**config.mk**
```make
export PLATFORM = sky130hd
export DESIGN_NAME = filter_top
export DESIGN_NICKNAME = d
export VERILOG_FILES = /design/src/design/fir_pkg.sv /design/src/design/fir_tap_line.sv /design/src/design/fir_mac.sv /design/src/design/sample_fifo.sv /design/src/design/filter_top.sv
export SDC_FILE = /design/constraint.sdc
export NUM_CORES = 2
export LEC_CHECK = 0
export BUFFER_PORTS_ARGS = -buffer_cell sky130_fd_sc_hd__buf_2
export CORE_ASPECT_RATIO = 0.9
export CORE_MARGIN = 5
export CORE_UTILIZATION = 25
export CTS_BUF_LIST = sky130_fd_sc_hd__clkbuf_4 sky130_fd_sc_hd__clkbuf_8 sky130_fd_sc_hd__clkbuf_16
export CTS_CLUSTER_DIAMETER = 30
export DETAILED_ROUTE_END_ITERATION = 10
export PLACE_DENSITY = 0.44
export SETUP_SLACK_MARGIN = 0.5
export SLEW_MARGIN = 20
export SYNTH_ARGS = -nofsm -noshare
export SYNTH_HDL_FRONTEND = slang
export SYNTH_SLANG_ARGS = --single-unit
```
**constraint.sdc**
```tcl
create_clock -name clk -period 21.2 [get_ports clk]
set_clock_uncertainty 0.05 [all_clocks]
set_input_delay 3.18 -clock clk [delete_from_list [all_inputs] [get_ports clk]]
set_output_delay 3.18 -clock clk [all_outputs]
set_load 0.05 [all_outputs]
```
**src/design/fir_pkg.sv**
```systemverilog
package fir_pkg;

	// stream widths
	localparam int SAMPLE_WIDTH = 20;
	localparam int COEF_WIDTH = 16;
	localparam int ACC_WIDTH = 40;
	localparam int PAIR_WIDTH = SAMPLE_WIDTH + 1;
	localparam int PROD_WIDTH = PAIR_WIDTH + COEF_WIDTH;

	// filter shape
	localparam int NUM_TAPS = 9;
	localparam int NUM_PAIRS = (NUM_TAPS + 1) / 2;
	localparam int CENTRE_TAP = NUM_PAIRS - 1;
	localparam int COEF_SHIFT = 15;
	localparam int NUM_BANKS = 3;

	// output queue
	localparam int FIFO_DEPTH = 4;
	localparam int FIFO_PTR_WIDTH = $clog2(FIFO_DEPTH);
	localparam int FIFO_COUNT_WIDTH = $clog2(FIFO_DEPTH + 1);

	typedef logic signed [SAMPLE_WIDTH-1:0] sample_t;
	typedef logic signed [PAIR_WIDTH-1:0] pair_sum_t;
	typedef logic signed [COEF_WIDTH-1:0] coef_t;
	typedef logic [1:0] cutoff_t;
	typedef logic [$clog2(NUM_BANKS)-1:0] bank_sel_t;

	// saturation limits of the output word
	localparam sample_t SAMPLE_MAX = {1'b0, {(SAMPLE_WIDTH - 1){1'b1}}};
	localparam sample_t SAMPLE_MIN = {1'b1, {(SAMPLE_WIDTH - 1){1'b0}}};

	// outer pair first, centre tap last
	// 2 * (c0 + c1 + c2 + c3) + c4 = 32768, unity gain after COEF_SHIFT
	localparam coef_t coef_banks [NUM_BANKS][NUM_PAIRS] = '{
		'{16'sd1024, 16'sd2560, 16'sd4096, 16'sd5632, 16'sd6144},
		'{16'sd256, 16'sd1280, 16'sd3840, 16'sd7168, 16'sd7680},
		'{-16'sd1024, 16'sd0, 16'sd4608, 16'sd8192, 16'sd9216}
	};

	// codes 0 and 3 share the lowest cutoff bank
	function automatic bank_sel_t cutoff_to_bank(cutoff_t code);
		bank_sel_t bank;
		case (code)
			2'd1: bank = 2'd1;
			2'd2: bank = 2'd2;
			default: bank = 2'd0;
		endcase
		return bank;
	endfunction

	// one sample on the input port
	typedef struct packed {
		sample_t sample;
		logic bypass;
		cutoff_t cutoff;
	} sample_beat_t;

	// folded sums, sum[CENTRE_TAP] holds the centre sample alone
	typedef struct packed {
		pair_sum_t [NUM_PAIRS-1:0] sum;
		sample_t centre;
		logic bypass;
		cutoff_t cutoff;
	} tap_pairs_t;

endpackage

```
**src/design/fir_tap_line.sv**
```systemverilog
module fir_tap_line
	import fir_pkg::*;
(
	input logic clk,
	input logic reset,

	input sample_beat_t in_beat,
	input logic in_valid,
	output logic in_ready,

	output tap_pairs_t pairs,
	output logic pairs_valid,
	input logic pairs_ready
);

	// eight stored samples, the newest one arrives on in_beat
	sample_t taps [NUM_TAPS-1];
	sample_t next_line [NUM_TAPS];
	tap_pairs_t next_pairs;
	logic take;

	assign in_ready = !pairs_valid || pairs_ready;
	assign take = in_valid && in_ready;

	// delay line as it looks after this beat is accepted
	always_comb begin
		next_line[0] = in_beat.sample;
		for (int i = 1; i < NUM_TAPS; i++) begin
			next_line[i] = taps[i-1];
		end
	end

	// fold symmetric taps so the MAC needs only five multipliers
	always_comb begin
		for (int i = 0; i < CENTRE_TAP; i++) begin
			next_pairs.sum[i] = pair_sum_t'(next_line[i]) +
				pair_sum_t'(next_line[NUM_TAPS-1-i]);
		end
		next_pairs.sum[CENTRE_TAP] = pair_sum_t'(next_line[CENTRE_TAP]);
		next_pairs.centre = next_line[CENTRE_TAP];
		next_pairs.bypass = in_beat.bypass;
		next_pairs.cutoff = in_beat.cutoff;
	end

	// history starts from silence
	always_ff @(posedge clk) begin
		if (reset) begin
			pairs_valid <= 1'b0;
			for (int i = 0; i < NUM_TAPS - 1; i++) begin
				taps[i] <= '0;
			end
		end else begin
			if (in_ready) begin
				pairs_valid <= in_valid;
			end
			if (take) begin
				for (int i = 0; i < NUM_TAPS - 1; i++) begin
					taps[i] <= next_line[i];
				end
			end
		end
	end

	always_ff @(posedge clk) begin
		if (take) begin
			pairs <= next_pairs;
		end
	end

endmodule

```
**src/design/fir_mac.sv**
```systemverilog
module fir_mac
	import fir_pkg::*;
(
	input logic clk,
	input logic reset,

	input tap_pairs_t pairs,
	input logic pairs_valid,
	output logic pairs_ready,

	output logic signed [SAMPLE_WIDTH-1:0] result,
	output logic result_valid,
	input logic result_ready
);

	bank_sel_t bank;
	logic signed [PROD_WIDTH-1:0] products [NUM_PAIRS];
	logic signed [ACC_WIDTH-1:0] acc;
	logic signed [ACC_WIDTH-1:0] scaled;
	logic [ACC_WIDTH-SAMPLE_WIDTH:0] top_bits;
	logic overflow;
	sample_t filtered;
	sample_t next_result;
	logic take;

	assign pairs_ready = !result_valid || result_ready;
	assign take = pairs_valid && pairs_ready;

	// one multiplier per folded pair
	always_comb begin
		bank = cutoff_to_bank(pairs.cutoff);
		for (int i = 0; i < NUM_PAIRS; i++) begin
			products[i] = $signed(pairs.sum[i]) * coef_banks[bank][i];
		end
	end

	always_comb begin
		acc = '0;
		for (int i = 0; i < NUM_PAIRS; i++) begin
			acc = acc + products[i];
		end
	end

	// back to sample scale
	assign scaled = acc >>> COEF_SHIFT;

	// fits in 20 bits only if everything above bit 18 matches the sign
	assign top_bits = scaled[ACC_WIDTH-1:SAMPLE_WIDTH-1];
	assign overflow = !((&top_bits) || !(|top_bits));

	always_comb begin
		if (overflow) begin
			filtered = scaled[ACC_WIDTH-1] ? SAMPLE_MIN : SAMPLE_MAX;
		end else begin
			filtered = scaled[SAMPLE_WIDTH-1:0];
		end
	end

	// bypass keeps the group delay of four samples
	assign next_result = pairs.bypass ? pairs.centre : filtered;

	always_ff @(posedge clk) begin
		if (reset) begin
			result_valid <= 1'b0;
		end else if (pairs_ready) begin
			result_valid <= pairs_valid;
		end
	end

	always_ff @(posedge clk) begin
		if (take) begin
			result <= next_result;
		end
	end

endmodule

```
**src/design/sample_fifo.sv**
```systemverilog
module sample_fifo
	import fir_pkg::*;
(
	input logic clk,
	input logic reset,

	input logic signed [SAMPLE_WIDTH-1:0] wr_data,
	input logic wr_valid,
	output logic wr_ready,

	output logic signed [SAMPLE_WIDTH-1:0] rd_data,
	output logic rd_valid,
	input logic rd_ready
);

	sample_t mem [FIFO_DEPTH];
	logic [FIFO_PTR_WIDTH-1:0] wr_ptr;
	logic [FIFO_PTR_WIDTH-1:0] rd_ptr;
	logic [FIFO_COUNT_WIDTH-1:0] count;
	logic push;
	logic pop;

	// wraps at the last entry, so any depth works
	function automatic logic [FIFO_PTR_WIDTH-1:0] ptr_next(
		logic [FIFO_PTR_WIDTH-1:0] ptr
	);
		if (ptr == FIFO_PTR_WIDTH'(FIFO_DEPTH - 1)) begin
			return '0;
		end
		return ptr + 1'b1;
	endfunction

	// a read frees a slot in the same cycle
	assign wr_ready = (count != FIFO_COUNT_WIDTH'(FIFO_DEPTH)) || rd_ready;
	assign rd_valid = count != '0;
	assign rd_data = mem[rd_ptr];

	assign push = wr_valid && wr_ready;
	assign pop = rd_valid && rd_ready;

	always_ff @(posedge clk) begin
		if (reset) begin
			wr_ptr <= '0;
			rd_ptr <= '0;
			count <= '0;
		end else begin
			if (push) begin
				wr_ptr <= ptr_next(wr_ptr);
			end
			if (pop) begin
				rd_ptr <= ptr_next(rd_ptr);
			end
			// simultaneous push and pop leaves the count alone
			if (push && !pop) begin
				count <= count + 1'b1;
			end else if (pop && !push) begin
				count <= count - 1'b1;
			end
		end
	end

	always_ff @(posedge clk) begin
		if (push) begin
			mem[wr_ptr] <= wr_data;
		end
	end

endmodule

```
**src/design/filter_top.sv**
```systemverilog
module filter_top
	import fir_pkg::*;
(
	input logic clk,
	input logic reset,

	input sample_beat_t in_beat,
	input logic in_valid,
	output logic in_ready,

	output logic signed [SAMPLE_WIDTH-1:0] out_sample,
	output logic out_valid,
	input logic out_ready
);

	// tap line to MAC
	tap_pairs_t pairs;
	logic pairs_valid;
	logic pairs_ready;

	// MAC to output queue
	logic signed [SAMPLE_WIDTH-1:0] result;
	logic result_valid;
	logic result_ready;

	fir_tap_line i_tap_line (
		.clk(clk),
		.reset(reset),
		.in_beat(in_beat),
		.in_valid(in_valid),
		.in_ready(in_ready),
		.pairs(pairs),
		.pairs_valid(pairs_valid),
		.pairs_ready(pairs_ready)
	);

	fir_mac i_mac (
		.clk(clk),
		.reset(reset),
		.pairs(pairs),
		.pairs_valid(pairs_valid),
		.pairs_ready(pairs_ready),
		.result(result),
		.result_valid(result_valid),
		.result_ready(result_ready)
	);

	// absorbs back-pressure from the sink
	sample_fifo i_fifo (
		.clk(clk),
		.reset(reset),
		.wr_data(result),
		.wr_valid(result_valid),
		.wr_ready(result_ready),
		.rd_data(out_sample),
		.rd_valid(out_valid),
		.rd_ready(out_ready)
	);

endmodule

```
==> run summary <==
Post-CTS Repair Setup Buffers -> 0
Skew-Pair Late Insertion Delay -> 0.66 ns
synth-to-layout area growth -> 14.5%
# rows -> 139
router iterations before antenna repair -> 4
Worst Tran Pin Value -> 1.09 ns
commonest cells after routing, fill and taps aside -> inv_1, ha_1, fa_1, edfxtp_1, and2_1
vias in the first global route -> 26,100
Cell Area, Synth -> 0.0398 sq mm
Max Buffers Root-to-Sink -> 3
via/cell ratio -> 4.08
Reg2Reg Capture Point -> i_mac.result[2]$_DFFE_PP_
Min-Delay Path Class -> reg2reg
Vert. Die Dim -> 389 microns
crit path capture type -> register
critical path launch point type -> register
# DRC -> 0
Yosys cell types -> 68
Die Span X -> 431 microns
Ys Warns -> 0
Root Driver -> clkbuf_16
cell taking the most area after synthesis -> edfxtp_1
CP most frequent cell -> fa_1
first-pass GRT wire length -> 149 mm
Antenna Nets Post-Route -> 0
routed len/inst -> 16.1 microns
H-tree levels -> 3
worst hold path depth -> 0
Num CTS Buffers -> 87
RSZ-0062 raised after global routing -> no
CP max stage delay -> 0.80 ns
GR Overflow Total -> 0
number of synthesized register bits -> 378
Mapped Cells -> 3,505
Main synth FF type -> edfxtp_1
cells taking the most area after synthesis -> edfxtp_1, fa_1, ha_1
Max Slew Vio Count -> 0
cts hold-fix bufs -> 0
reg2reg start -> i_tap_line.pairs[1]$_DFFE_PP_
GRT Total Usage -> 0.113
Final GP Congestion -> 0.782
starting density of the core -> 0.250
TritonCTS clock tree -> yes
asr flop ratio synth -> 0
initial antenna violation count -> 5
Post-Route WL -> 93.1 mm
WHS -> 0.372 ns
core footprint -> 0.159 sq mm
fin crit share -> 0.661
crit path DAT -> 14.30 ns
Iter 0 DRT Violations -> 896
CP required -> 21.49 ns
area of the multi-input gates -> 0.0258 sq mm
reg-to-reg setup timing slack -> 7.19 ns
FILL cells -> 16,700
WHS Endpoint -> i_tap_line.pairs[117]$_DFFE_PP_
die area -> 0.167 sq mm
highest clock rate -> 71.4 MHz
final hold viol count -> 0
via count -> 23,600
post-route setup TNS -> 0 ns
layout cells sized above 1 -> 0.0707
fin nets -> 4,717
Slew HR -> 0.274
CP max stage cell -> mux2i_2
CTS Sinks -> 378
largest net degree at the start of global routing -> 76
Crit Path Max Fanout -> 67
I/O pin count -> 49
post-synth top area share -> 0.277
startpoint of the lowest-slack hold path -> i_tap_line.taps[0][70]$_SDFFCE_PN0P_
number of synthesized flops with an enable pin -> 367
syn_area_per_cell -> 11.4 sq um
R2R cell count -> 43
most common cell after layout, fill and taps aside -> inv_1
endpoints failing setup -> 0
post_cts resized -> 0
sequential share of the synthesized area -> 0.282
Reg area -> 0.0112 sq mm
max-cap violation count -> 0
critical path class -> reg2reg
input/output buffers -> 48
Worst-path clk slew -> 0.05 ns
status -> finished clean
minimum clock period -> 14.01 ns
dpl hpwl -> 76.8 mm
## per-stage QoR
stage | util | cells | setup WS [ns] | area (sq um)
floorplan | - | 3506 | 9.30 | 39800
global route | 0.287 | 5781 | 6.19 | 45600
CTS | 0.287 | 5780 | 7.06 | 45500
finish | 0.287 | 5789 | 7.19 | 45600
global placement | 0.268 | 5617 | 7.15 | 42600
detailed placement | 0.268 | 5617 | 7.06 | 42600
## Yosys cell counts, types with 32 or more instances
cell and instances:
inv_1 690, ha_1 583, fa_1 516, edfxtp_1 367
and2_1 274, nor2b_1 172, nand2_1 143, xnor2_1 86
nor2_1 82, a21oi_1 79, clkbuf_1 66, o21ai_0 63
nand2b_1 50, a21o_1 43, xor2_1 33, nor3_1 32
## per-layer routing
| layer | vias to the layer above | routed length [microns] | GRT usage |
|---|---|---|---|
| met5 | - | 0 | 0 |
| met2 | 255 | 39300 | 0.170 |
| met4 | 0 | 1500 | 0.0235 |
| li1 | 11600 | - | - |
| met3 | 95 | 2820 | 0.0180 |
| met1 | 11700 | 49500 | 0.172 |
## sequential cells by signal, summed over array words and instances, names as in the netlist, named ones only
| name | count |
|---|---|
| i_tap_line.taps | 160 |
| i_tap_line.pairs | 107 |
| i_fifo.mem | 80 |
| i_mac.result | 20 |
| i_fifo.count | 3 |
| i_fifo.rd_ptr | 2 |
| i_fifo.wr_ptr | 2 |
| i_mac.result_valid | 1 |
| i_tap_line.pairs_valid | 1 |
## how the worst max path moves through the flow
stage | start | to
after floorplan | i_tap_line.pairs[0]$_DFFE_PP_ | i_mac.result[10]$_DFFE_PP_
after global placement | i_tap_line.pairs[1]$_DFFE_PP_ | i_mac.result[1]$_DFFE_PP_
after detailed placement | i_tap_line.pairs[1]$_DFFE_PP_ | i_mac.result[2]$_DFFE_PP_
after CTS | i_tap_line.pairs[1]$_DFFE_PP_ | i_mac.result[2]$_DFFE_PP_
after global routing | i_tap_line.pairs[1]$_DFFE_PP_ | i_mac.result[2]$_DFFE_PP_
final | i_tap_line.pairs[1]$_DFFE_PP_ | i_mac.result[2]$_DFFE_PP_
## worst max-delay path: cells and delay by family (launching register included)
family / cells / cell delay, ns
AOI/OAI and AO/OA: 11 / 2.96
xor gates and xnor gates: 1 / 0.18
adders and majority gates: 17 / 7.19
buffers and inverters: 8 / 0.94
DFF: 1 / 0.41
muxes: 1 / 0.80
and+or+nand+nor: 5 / 1.10
## logic make-up (layout without fill, tap and decap cells)
logic type                 after synthesis  in the layout  share of synthesized area
and+or+nand+nor                        819            819                      0.114
DFF                                    378            378                      0.282
xor gates and xnor gates               119            119                     0.0262
other                                    1             11                  0.0000942
AOI/OAI and AO/OA                      304            304                     0.0501
muxes                                   26             26                     0.0129
adders and majority gates             1099           1099                      0.443
buffers and inverters                  759            918                     0.0720
## area by class of cell
class / count / share of cell area
Multi-Input combinational cell: 2369 / 0.565
Clock buffer: 100 / 0.0499
Antenna cell: 9 / 0.000494
Clock inverter: 63 / 0.0149
Tap cell: 2115 / 0.0581
Timing Repair Buffer: 65 / 0.00807
Sequential cell: 378 / 0.247
Inverter: 690 / 0.0569
Power is left out: the tool's default activity adds up to more than one toggle a clock period on the data nets, which glitch-free logic cannot reach.
